## config.mk

```make
export PLATFORM = sky130hd
export DESIGN_NAME = rv_core
export DESIGN_NICKNAME = d
export VERILOG_FILES = /design/src/rv_pkg.sv /design/src/fetch_stage.sv /design/src/decode_stage.sv /design/src/register_file.sv /design/src/execute_stage.sv /design/src/result_pipe.sv /design/src/rv_core.sv
export SDC_FILE = /design/constraint.sdc
export NUM_CORES = 2
export LEC_CHECK = 0
export BUFFER_PORTS_ARGS = -buffer_cell sky130_fd_sc_hd__buf_4
export CAP_MARGIN = 25
export CORE_MARGIN = 4
export CORE_UTILIZATION = 30
export DETAILED_ROUTE_END_ITERATION = 12
export REMOVE_ABC_BUFFERS = 1
export SLEW_MARGIN = 15
export SYNTH_ARGS = -nofsm -noshare
export SYNTH_HDL_FRONTEND = slang
export SYNTH_HIERARCHICAL = 1
export SYNTH_SLANG_ARGS = --single-unit
```

## constraint.sdc

```tcl
create_clock -name clock -period 5.5 [get_ports clock]
set_input_delay 0.55 -clock clock [delete_from_list [all_inputs] [get_ports clock]]
set_output_delay 0.55 -clock clock [all_outputs]
set_load 0.005 [all_outputs]
```

## src/rv_pkg.sv

```systemverilog
package rv_pkg;

    localparam int XLEN = 32;

    typedef logic [XLEN-1:0] word_t;
    typedef logic [4:0]      reg_addr_t;

    localparam word_t NOP_INSN = 32'h0000_0013;  // addi x0, x0, 0

    // Fence and system decode as nops
    typedef enum logic [6:0] {
        OP_LUI    = 7'b0110111,
        OP_AUIPC  = 7'b0010111,
        OP_JAL    = 7'b1101111,
        OP_JALR   = 7'b1100111,
        OP_BRANCH = 7'b1100011,
        OP_IMM    = 7'b0010011,
        OP_REG    = 7'b0110011,
        OP_FENCE  = 7'b0001111,
        OP_SYSTEM = 7'b1110011
    } opcode_e;

    // Instruction views, all sharing the low fields
    typedef struct packed {
        logic [6:0] funct7;
        reg_addr_t  rs2;
        reg_addr_t  rs1;
        logic [2:0] funct3;
        reg_addr_t  rd;
        opcode_e    opcode;
    } insn_r_t;

    typedef struct packed {
        logic [11:0] imm;
        reg_addr_t   rs1;
        logic [2:0]  funct3;
        reg_addr_t   rd;
        opcode_e     opcode;
    } insn_i_t;

    typedef struct packed {
        logic [6:0] imm_hi;      // imm[12|10:5] for branches
        reg_addr_t  rs2;
        reg_addr_t  rs1;
        logic [2:0] funct3;
        logic [4:0] imm_lo;      // imm[4:1|11]
        opcode_e    opcode;
    } insn_sb_t;

    typedef struct packed {
        logic [19:0] imm;
        reg_addr_t   rd;
        opcode_e     opcode;
    } insn_uj_t;

    typedef union packed {
        insn_r_t  r;
        insn_i_t  i;
        insn_sb_t sb;
        insn_uj_t uj;
    } insn_t;

    typedef enum logic [3:0] {
        ALU_ADD, ALU_SUB, ALU_AND, ALU_OR, ALU_XOR, ALU_SLL,
        ALU_SRL, ALU_SRA, ALU_SLT, ALU_SLTU, ALU_PASS_B
    } alu_op_e;

    // BR_NONE must stay zero so an all-zero stage is a bubble
    typedef enum logic [2:0] {
        BR_NONE, BR_EQ, BR_NE, BR_LT, BR_GE, BR_LTU, BR_GEU, BR_ALWAYS
    } branch_e;

    typedef enum logic {A_REG, A_PC}  a_sel_e;
    typedef enum logic {B_REG, B_IMM} b_sel_e;

    typedef struct packed {
        word_t pc;
        insn_t insn;
    } if_id_t;

    typedef struct packed {
        word_t     pc;
        reg_addr_t rs1;
        reg_addr_t rs2;
        word_t     rs1_data;
        word_t     rs2_data;
        word_t     imm;
        reg_addr_t rd;           // x0 means no write
        alu_op_e   alu_op;
        a_sel_e    a_sel;
        b_sel_e    b_sel;
        branch_e   branch;
        logic      jump_reg;     // JALR target from rs1
        logic      link;         // Write pc + 4
    } id_ex_t;

    typedef struct packed {
        logic      valid;
        reg_addr_t rd;
        word_t     data;
    } result_t;

    typedef struct packed {
        logic  taken;
        word_t target;
    } redirect_t;

endpackage

```

## src/fetch_stage.sv

```systemverilog
module fetch_stage #(
    parameter rv_pkg::word_t RESET_PC = 32'h0100_0000
) (
    input  logic              clock,
    input  logic              reset,
    input  rv_pkg::redirect_t redirect,
    input  rv_pkg::word_t     fetch_insn,
    output rv_pkg::word_t     fetch_pc,
    output rv_pkg::if_id_t    if_id
);
    import rv_pkg::*;

    word_t pc;
    word_t pc_plus4;
    word_t next_pc;

    assign pc_plus4 = pc + word_t'(4);
    assign next_pc  = redirect.taken ? redirect.target : pc_plus4;
    assign fetch_pc = pc;

    always_ff @(posedge clock) begin
        if (reset) begin
            pc <= RESET_PC;
        end else begin
            pc <= next_pc;
        end
    end

    // Word arriving this cycle is already in the shadow of a redirect
    always_ff @(posedge clock) begin
        if (reset || redirect.taken) begin
            if_id.pc   <= '0;
            if_id.insn <= NOP_INSN;
        end else begin
            if_id.pc   <= pc;
            if_id.insn <= fetch_insn;
        end
    end

endmodule

```

## src/decode_stage.sv

```systemverilog
module decode_stage (
    input  logic                clock,
    input  logic                reset,
    input  rv_pkg::if_id_t      if_id,
    input  rv_pkg::redirect_t   redirect,
    output rv_pkg::reg_addr_t   rs1_addr,
    output rv_pkg::reg_addr_t   rs2_addr,
    input  rv_pkg::word_t       rs1_data,
    input  rv_pkg::word_t       rs2_data,
    output rv_pkg::id_ex_t      id_ex
);
    import rv_pkg::*;

    insn_t  insn;
    word_t  imm_i;
    word_t  imm_b;
    word_t  imm_u;
    word_t  imm_j;
    word_t  imm_shamt;
    id_ex_t next;

    // Shared by register and immediate forms; alt is instruction bit 30
    function automatic alu_op_e alu_decode(logic [2:0] funct3, logic alt, logic is_reg);
        case (funct3)
            3'b000:  return (alt && is_reg) ? ALU_SUB : ALU_ADD;
            3'b001:  return ALU_SLL;
            3'b010:  return ALU_SLT;
            3'b011:  return ALU_SLTU;
            3'b100:  return ALU_XOR;
            3'b101:  return alt ? ALU_SRA : ALU_SRL;
            3'b110:  return ALU_OR;
            default: return ALU_AND;
        endcase
    endfunction

    assign insn = if_id.insn;

    assign imm_i = {{20{insn.i.imm[11]}}, insn.i.imm};
    assign imm_b = {{19{insn.sb.imm_hi[6]}}, insn.sb.imm_hi[6], insn.sb.imm_lo[0],
                    insn.sb.imm_hi[5:0], insn.sb.imm_lo[4:1], 1'b0};
    assign imm_u = {insn.uj.imm, 12'b0};
    assign imm_j = {{12{insn.uj.imm[19]}}, insn.uj.imm[7:0], insn.uj.imm[8],
                    insn.uj.imm[18:9], 1'b0};
    assign imm_shamt = {27'b0, insn.r.rs2};

    always_comb begin
        next    = '0;
        next.pc = if_id.pc;
        case (insn.r.opcode)
            OP_REG: begin
                next.rs1    = insn.r.rs1;
                next.rs2    = insn.r.rs2;
                next.rd     = insn.r.rd;
                next.alu_op = alu_decode(insn.r.funct3, insn.r.funct7[5], 1'b1);
            end
            OP_IMM: begin
                next.rs1    = insn.i.rs1;
                next.rd     = insn.i.rd;
                next.b_sel  = B_IMM;
                next.alu_op = alu_decode(insn.i.funct3, insn.r.funct7[5], 1'b0);
                next.imm    = (insn.i.funct3[1:0] == 2'b01) ? imm_shamt : imm_i;
            end
            OP_LUI: begin
                next.rd     = insn.uj.rd;
                next.b_sel  = B_IMM;
                next.alu_op = ALU_PASS_B;
                next.imm    = imm_u;
            end
            OP_AUIPC: begin
                next.rd    = insn.uj.rd;
                next.a_sel = A_PC;
                next.b_sel = B_IMM;
                next.imm   = imm_u;
            end
            OP_JAL: begin
                next.rd     = insn.uj.rd;
                next.imm    = imm_j;
                next.branch = BR_ALWAYS;
                next.link   = 1'b1;
            end
            OP_JALR: begin
                next.rs1      = insn.i.rs1;
                next.rd       = insn.i.rd;
                next.imm      = imm_i;
                next.branch   = BR_ALWAYS;
                next.jump_reg = 1'b1;
                next.link     = 1'b1;
            end
            OP_BRANCH: begin
                next.rs1 = insn.sb.rs1;
                next.rs2 = insn.sb.rs2;
                next.imm = imm_b;
                case (insn.sb.funct3)
                    3'b000:  next.branch = BR_EQ;
                    3'b001:  next.branch = BR_NE;
                    3'b100:  next.branch = BR_LT;
                    3'b101:  next.branch = BR_GE;
                    3'b110:  next.branch = BR_LTU;
                    3'b111:  next.branch = BR_GEU;
                    default: next.branch = BR_NONE;
                endcase
            end
            OP_FENCE, OP_SYSTEM: ;   // No effect in this core
            default: ;               // Unknown, no write
        endcase
    end

    assign rs1_addr = next.rs1;
    assign rs2_addr = next.rs2;

    always_ff @(posedge clock) begin
        if (reset || redirect.taken) begin
            id_ex <= '0;
        end else begin
            id_ex          <= next;
            id_ex.rs1_data <= rs1_data;
            id_ex.rs2_data <= rs2_data;
        end
    end

    // Both younger stages are squashed one cycle after a redirect
    assert property (@(posedge clock) disable iff (reset)
        redirect.taken |=> !redirect.taken && (if_id.insn == NOP_INSN));

endmodule

```

## src/register_file.sv

```systemverilog
module register_file (
    input  logic              clock,
    input  logic              reset,
    input  rv_pkg::reg_addr_t rs1_addr,
    input  rv_pkg::reg_addr_t rs2_addr,
    output rv_pkg::word_t     rs1_data,
    output rv_pkg::word_t     rs2_data,
    input  rv_pkg::result_t   wb
);
    import rv_pkg::*;

    word_t regs [1:31];   // x0 is not stored

    // New data wins over the stored copy during a write
    function automatic word_t read_port(reg_addr_t addr);
        if (addr == '0) begin
            return '0;
        end
        if (wb.valid && wb.rd == addr) begin
            return wb.data;
        end
        return regs[addr];
    endfunction

    always_comb begin
        rs1_data = read_port(rs1_addr);
        rs2_data = read_port(rs2_addr);
    end

    always_ff @(posedge clock) begin
        if (!reset && wb.valid) begin
            regs[wb.rd] <= wb.data;
        end
    end

    assert property (@(posedge clock) disable iff (reset) wb.valid |-> wb.rd != '0);

endmodule

```

## src/execute_stage.sv

```systemverilog
module execute_stage (
    input  rv_pkg::id_ex_t    id_ex,
    input  rv_pkg::result_t   mem_fwd,
    input  rv_pkg::result_t   wb,
    output rv_pkg::result_t   ex_result,
    output rv_pkg::redirect_t redirect
);
    import rv_pkg::*;

    word_t rs1_val;
    word_t rs2_val;
    word_t op_a;
    word_t op_b;
    word_t alu_out;
    word_t pc_plus4;
    word_t jump_base;
    word_t jump_sum;
    word_t target;
    logic  taken;

    // Youngest producer first, then writeback, then the register file value
    function automatic word_t forward(reg_addr_t addr, word_t rf_data,
                                      result_t near, result_t far);
        if (near.valid && near.rd == addr) begin
            return near.data;
        end
        if (far.valid && far.rd == addr) begin
            return far.data;
        end
        return rf_data;
    endfunction

    assign rs1_val = forward(id_ex.rs1, id_ex.rs1_data, mem_fwd, wb);
    assign rs2_val = forward(id_ex.rs2, id_ex.rs2_data, mem_fwd, wb);

    assign op_a = (id_ex.a_sel == A_PC)  ? id_ex.pc  : rs1_val;
    assign op_b = (id_ex.b_sel == B_IMM) ? id_ex.imm : rs2_val;

    always_comb begin
        case (id_ex.alu_op)
            ALU_ADD:    alu_out = op_a + op_b;
            ALU_SUB:    alu_out = op_a - op_b;
            ALU_AND:    alu_out = op_a & op_b;
            ALU_OR:     alu_out = op_a | op_b;
            ALU_XOR:    alu_out = op_a ^ op_b;
            ALU_SLL:    alu_out = op_a << op_b[4:0];
            ALU_SRL:    alu_out = op_a >> op_b[4:0];
            ALU_SRA:    alu_out = word_t'($signed(op_a) >>> op_b[4:0]);
            ALU_SLT:    alu_out = word_t'($signed(op_a) < $signed(op_b));
            ALU_SLTU:   alu_out = word_t'(op_a < op_b);
            ALU_PASS_B: alu_out = op_b;
            default:    alu_out = '0;
        endcase
    end

    // Branch compare on the forwarded register values
    always_comb begin
        case (id_ex.branch)
            BR_EQ:     taken = (rs1_val == rs2_val);
            BR_NE:     taken = (rs1_val != rs2_val);
            BR_LT:     taken = ($signed(rs1_val) <  $signed(rs2_val));
            BR_GE:     taken = ($signed(rs1_val) >= $signed(rs2_val));
            BR_LTU:    taken = (rs1_val <  rs2_val);
            BR_GEU:    taken = (rs1_val >= rs2_val);
            BR_ALWAYS: taken = 1'b1;
            default:   taken = 1'b0;
        endcase
    end

    // One adder serves branches, JAL and JALR
    assign jump_base = id_ex.jump_reg ? rs1_val : id_ex.pc;
    assign jump_sum  = jump_base + id_ex.imm;
    assign target    = id_ex.jump_reg ? {jump_sum[XLEN-1:1], 1'b0} : jump_sum;

    assign redirect = '{taken: taken, target: target};

    assign pc_plus4 = id_ex.pc + word_t'(4);

    assign ex_result = '{
        valid: (id_ex.rd != '0),
        rd:    id_ex.rd,
        data:  id_ex.link ? pc_plus4 : alu_out
    };

    // Branch targets rely on the fetch PC and the decoded offset
    always_comb begin
        if (redirect.taken) begin
            assert (redirect.target[0] == 1'b0)
                else $error("redirect target %h has bit 0 set", redirect.target);
        end
    end

endmodule

```

## src/result_pipe.sv

```systemverilog
module result_pipe (
    input  logic            clock,
    input  logic            reset,
    input  rv_pkg::result_t ex_result,
    output rv_pkg::result_t mem_fwd,
    output rv_pkg::result_t wb
);

    // EX/MEM stage, first forwarding source
    always_ff @(posedge clock) begin
        if (reset) begin
            mem_fwd <= '0;
        end else begin
            mem_fwd <= ex_result;
        end
    end

    // MEM/WB stage, drives the register write and retire
    always_ff @(posedge clock) begin
        if (reset) begin
            wb <= '0;
        end else begin
            wb <= mem_fwd;
        end
    end

    // Decode must have turned every x0 destination into no write
    assert property (@(posedge clock) disable iff (reset)
        ex_result.valid |-> ex_result.rd != '0);

endmodule

```

## src/rv_core.sv

```systemverilog
module rv_core #(
    parameter rv_pkg::word_t RESET_PC = 32'h0100_0000
) (
    input  logic            clock,
    input  logic            reset,
    output rv_pkg::word_t   fetch_pc,
    input  rv_pkg::word_t   fetch_insn,
    output rv_pkg::result_t retire
);
    import rv_pkg::*;

    if_id_t    if_id;
    id_ex_t    id_ex;
    redirect_t redirect;
    reg_addr_t rs1_addr;
    reg_addr_t rs2_addr;
    word_t     rs1_data;
    word_t     rs2_data;
    result_t   ex_result;
    result_t   mem_fwd;
    result_t   wb;

    fetch_stage #(
        .RESET_PC (RESET_PC)
    ) u_fetch (
        .clock      (clock),
        .reset      (reset),
        .redirect   (redirect),
        .fetch_insn (fetch_insn),
        .fetch_pc   (fetch_pc),
        .if_id      (if_id)
    );

    decode_stage u_decode (
        .clock    (clock),
        .reset    (reset),
        .if_id    (if_id),
        .redirect (redirect),
        .rs1_addr (rs1_addr),
        .rs2_addr (rs2_addr),
        .rs1_data (rs1_data),
        .rs2_data (rs2_data),
        .id_ex    (id_ex)
    );

    register_file u_regs (
        .clock    (clock),
        .reset    (reset),
        .rs1_addr (rs1_addr),
        .rs2_addr (rs2_addr),
        .rs1_data (rs1_data),
        .rs2_data (rs2_data),
        .wb       (wb)
    );

    execute_stage u_execute (
        .id_ex     (id_ex),
        .mem_fwd   (mem_fwd),
        .wb        (wb),
        .ex_result (ex_result),
        .redirect  (redirect)
    );

    result_pipe u_results (
        .clock     (clock),
        .reset     (reset),
        .ex_result (ex_result),
        .mem_fwd   (mem_fwd),
        .wb        (wb)
    );

    assign retire = wb;   // One strobe per register write

endmodule

```

---- Word level (Yosys, flattened, before mapping) ----
Memories as Yosys holds them, arrays and structs flattened.
Index checks and enable logic that the tools add are counted.
word-level totals
  register bits ........................... 326
  memory bits (writable) .................. 992
  bits of input ports ..................... 34
  output and inout port bits .............. 70
  word-level logic and storage cells ...... 155
  memories ................................ 1
operators by class
  add/sub/neg operators ................... 5
  magnitude comparators ................... 6
  equality and inequality tests ........... 40
  shift operators ......................... 3
  multiplexer cells ....................... 53
  bitwise operators ....................... 4
  reductions and logical operators ........ 21
memories
  memory       words  bits a word  read ports  clocked after memory_dff  write ports  line                 text
  u_regs.regs  31     32           2           0                         1            register_file.sv:12  word_t regs [1:31];
operators with widths
  kind                                                                   number
  32-bit two-way mux                                                     22
  32-bit one-hot mux with 11 select lines                                1
  32-bit one-hot mux with 5 select lines                                 1
  32-bit less-than comparator                                            4
  32-bit by 3-bit adder with 32-bit output, second input constant        2
  32-bit adder                                                           2
  32-bit greater-or-equal comparator                                     2
  4-bit one-hot mux with 7 select lines                                  2
  32-bit bitwise AND                                                     1
  32-bit equality test                                                   1
  32-bit != test                                                         1
  32-bit bitwise OR                                                      1
  32-bit by 5-bit << shifter with 32-bit output                          1
  32-bit by 5-bit right shift with 32-bit output                         1
  32-bit by 5-bit >>> shifter with 32-bit output                         1
  32-bit subtractor                                                      1
  32-bit XOR                                                             1
  5-bit equality test                                                    6
  3-bit equality test, second input constant                             8
  7-bit equality test, second input constant                             3
  1-bit two-way mux                                                      21
  3-bit one-hot mux with 6 select lines                                  1
  4-bit by 3-bit equality test with 1-bit output, second input constant  4
  7-bit by 5-bit equality test with 1-bit output, second input constant  2
  23 further kinds                                                       42

---- Depth between registers and ports, before layout ----
  depth in word-level cells ............... 10
  depth in mapped cells ................... 27
  mapped depth without buffers ............ 22

---- Modules after synthesis ----
Netlist, hierarchy kept.
by module, submodules not included
  module         times used  cells an instance  area an instance (um^2)  seq. area each (um^2)
  register_file  1           2,677              46,911.2                 29,788.6
  execute_stage  1           2,273              15,183.3                 0.0
  decode_stage   1           439                4,902.2                  3,083.0
  fetch_stage    1           348                3,490.8                  1,921.8
  result_pipe    1           160                2,064.5                  1,521.5

---- Least setup slack after synthesis ----
Ideal clock, no wire load.
  kind .................................... flip-flop to flip-flop
  start point ............................. register, netlist name u_results/wb[34]
  end point ............................... register, netlist name u_results/mem_fwd[18]
  setup time .............................. 0.114 ns
  data arrival time ....................... 4.997 ns
  data required time ...................... 5.386 ns
  slack ................................... 0.389 ns
  cell stages (with the launch flop) ...... 22
  buffers on the path ..................... 4
  clock period less this slack ............ 5.111 ns
  cell sequence ........................... dfxtp_1 > xnor2_1 > nand4_1 > nor2_1 > buf_2 > mux2i_1 > a221o_1 > clkbuf_1 > buf_1 > ha_1 > clkbuf_1 > a21oi_1 > o21ai_0 > a31o_2 > a221oi_1 > o31ai_1 > nor2_1 > o21a_1 > o221ai_1 > a221o_1 > o41a_1 > nor2b_1

==> run summary <==
Outcome -> complete, no violations
DR DRC count -> 0
Crit path DAT -> 6.17 ns
Initial antenna violation count -> 9
Clk sinks -> 1318
DP HPWL -> 206000 µm
Synth Register Bits -> 1318
Core ar. -> 241000 µm²
I/O Pins -> 104
Via density -> 5.88
Maxcap violations -> 0
Worst hold slack -> 0.261 ns
Die width -> 500 µm
Filler Cells Inserted -> 23300
Skew-Pair Late Insertion Delay -> 0.80 ns
Tightest Pin Transition -> 1.18 ns
Design area -> 85600 µm²
# rows -> 180
First-pass GRT wire length -> 409000 µm
Slowest CP cell -> a211oi_1
Asr flop ratio synth -> 0%
GP Congestion -> 1.05
DP Area -> 80100 µm²
RSZ-0062 raised after global routing -> yes
Gr usage total -> 22.5%
Final period utilization -> 98.9%
Die span in y -> 500 µm
Multi-input logic area -> 34000 µm²
Slew Limit Fails -> 0
CP delay by family, top -> compound AO/OA/AOI/OAI gates
Top FF cell, synth -> edfxtp_1
Clk slew on worst S/H paths -> 0.06 ns
Max incr delay on CP -> 0.59 ns
Reg area -> 36300 µm²
Mean Syn Cell Area -> 12.3 µm²
Total CTS buffers -> 144
IO Port Bufs -> 103
Die area -> 250000 µm²
Fin crit period -> 5.44 ns
Seq/Total Area, Yosys -> 50.1%
Largest area contributor in the netlist -> edfxtp_1
Worst Path Buf+Inv -> 5
Setup WS pre-CTS -> -0.452 ns
DRT iter0 DRCs -> 6869
Final #Nets -> 6506
HP Class -> in -> reg
Setup Viol. Count Final -> 0
Worst VDD drop -> 0.288 mV
Endpoint class of the critical path -> register
Routed length per instance -> 30.5 µm
Vias in the first global route -> 55100
First-pass detailed-route iteration total -> 6
Crit Path Category -> reg -> reg
P per Cell Area -> 297 nW/µm²
Post-synth top area share -> 41.1%
Crit path max fanout -> 53
Fin cells -> 9599
Top cell by count, worst path -> buf_4
Setup crit start kind -> register
Final Skew -> 0.0344 ns
TritonCTS clock tree -> done
Root Buffer -> clkbuf_16
Largest net degree at the start of global routing -> 69
Share of layout cells above drive strength 1 -> 23.6%
Syn Inst Count -> 5897
Data required, critical path -> 6.23 ns
Placed Cells -> 9299
Worst slew margin -> 20.8%
Synthesized area -> 72600 µm²
Max Root-Sink Buffers -> 3
Total gr overflow -> 0
Area grow syn2layout -> 18.0%
Vias -> 56400
Final Util -> 35.6%
Fmax -> 184 MHz
CP cell instances -> buf_4, xnor2_2, nand4_1, buf_4, or2_1, a311oi_4, or2_2, buf_4, buf_4, inv_4, mux2i_1, mux2i_1, a211oi_1, o21ai_0, o2111ai_1, a22o_1, nor2b_1
ANT nets after route -> 0
Hold Vio Cnt, Final -> 0
PnR worst setup slack -> 0.0592 ns
Htree depth -> 4
Starting Density -> 30.2%
Ranking of synthesized cells by area -> edfxtp_1 41%, mux4_2 9.7%, dfxtp_1 9.0%, mux2i_1 7.5%, ha_1 2.9%
EDFF count, synth -> 992
Yosys warns -> 6
Final wirelength -> 293000 µm
Distinct cells, synth -> 117
Leak Pwr -> 29.2 nW
-- layout make-up --
type / instances / share of cell area (%)
antenna: 5 / 0.0146
clock buffer: 198 / 4.80
clock inverter: 57 / 0.715
inverter: 182 / 0.801
multi-input combinational: 3941 / 39.7
sequential: 1318 / 42.4
tap: 3185 / 4.66
timing repair buffer: 713 / 6.89
-- flip-flops by register name (all words and copies together) (netlist names) --
register and flops:
u_fetch/fetch_pc 32, u_regs/regs 992, u_results/mem_fwd 38, u_results/wb 38, u_decode/id_ex 154, u_fetch/if_id 64
-- cell usage after synthesis, drive strengths merged (29+ instances only) --
library cell and count:
edfxtp 992, mux2i 549, dfxtp 326, nand2 325, mux4 312, a21oi 300, nor2 291, clkbuf 240
buf 216, o21ai 198, and2 195, inv 176, ha 169, nor3 128, nand3 115, nor2b 112
a211oi 97, o22ai 93, mux2 89, xnor2 88, o211ai 60, a221oi 59, a22oi 50, a21o 45
o221ai 43, a221o 42, a22o 42, a31oi 42, a32o 39, a2111o 31, nand4 29
-- power breakdown --
group	total, W	internal [W]	switching [W]
Combinational	0.00464	0.00178	0.00286
Sequential	0.0111	0.0109	0.000225
Clock	0.00970	0.00565	0.00404
-- cells by family after synthesis --
kind of cell | after synthesis | synth area share (%)
multiplexers | 950 | 18.7
XOR/XNOR | 109 | 1.32
AND/OR/NAND/NOR | 1347 | 9.37
flip-flops | 1318 | 50.1
adder cells (fa/ha/maj) | 172 | 3.00
AO/OA/AOI/OAI | 1362 | 13.4
buffers and inverters | 639 | 4.18
-- routing by layer --
layer,share of wire (%),track usage (%),wire (µm),up-vias
li1,-,-,-,23800
met1,39,28.6,114000,28600
met2,46,35.9,133000,3270
met3,9.2,4.74,26800,788
met4,6.1,11.9,17700,10
met5,0.024,0,71,-
-- cells in the final DEF (no fill, tap or decap), drive strengths merged, types with 59 or more instances in the layout --
cell    netlist  layout
edfxtp      992     992
buf         216     680
mux2i       549     549
dfxtp       326     326
nand2       325     325
mux4        312     312
a21oi       300     300
nor2        291     291
clkbuf      240     199
o21ai       198     198
and2        195     195
inv         176     182
ha          169     169
nor3        128     128
nand3       115     115
nor2b       112     112
a211oi       97      97
o22ai        93      93
mux2         89      89
xnor2        88      88
o211ai       60      60
a221oi       59      59
-- metrics by stage --
stage	setup TNS, ns	power (W)
2_1_floorplan	-998.04	0.0137
3_3_place_gp	-0.623	0.0157
3_5_place_dp	-0.885	0.0157
4_1_cts	0	0.0254
5_1_grt	-0.0380	0.0262
6_report	0	0.0254
-- path summary, 6_finish.rpt --
path | end | slack [ns] | cells past startpoint | start
worst max-delay path | u_results/mem_fwd[22] | 0.06 | 17 | u_results/mem_fwd[32]
worst min register to register | u_decode/id_ex[152] | 0.42 | 1 | u_fetch/if_id[62]
worst max register to register | u_results/mem_fwd[22] | 0.06 | 17 | u_results/mem_fwd[32]
worst min-delay path | u_fetch/if_id[55] | 0.26 | 2 | reset
-- repair_timing --
item                                    CTS  global route
hold endpoints to repair                 32             0
cloned                                    0             1
resized for setup                        13            77
pin swaps                                 1            16
hold buffers                             32             0
endpoints found under the setup margin   10           157
buffers inserted                          2             4
No activity file was read; power rests on OpenSTA's default activity.
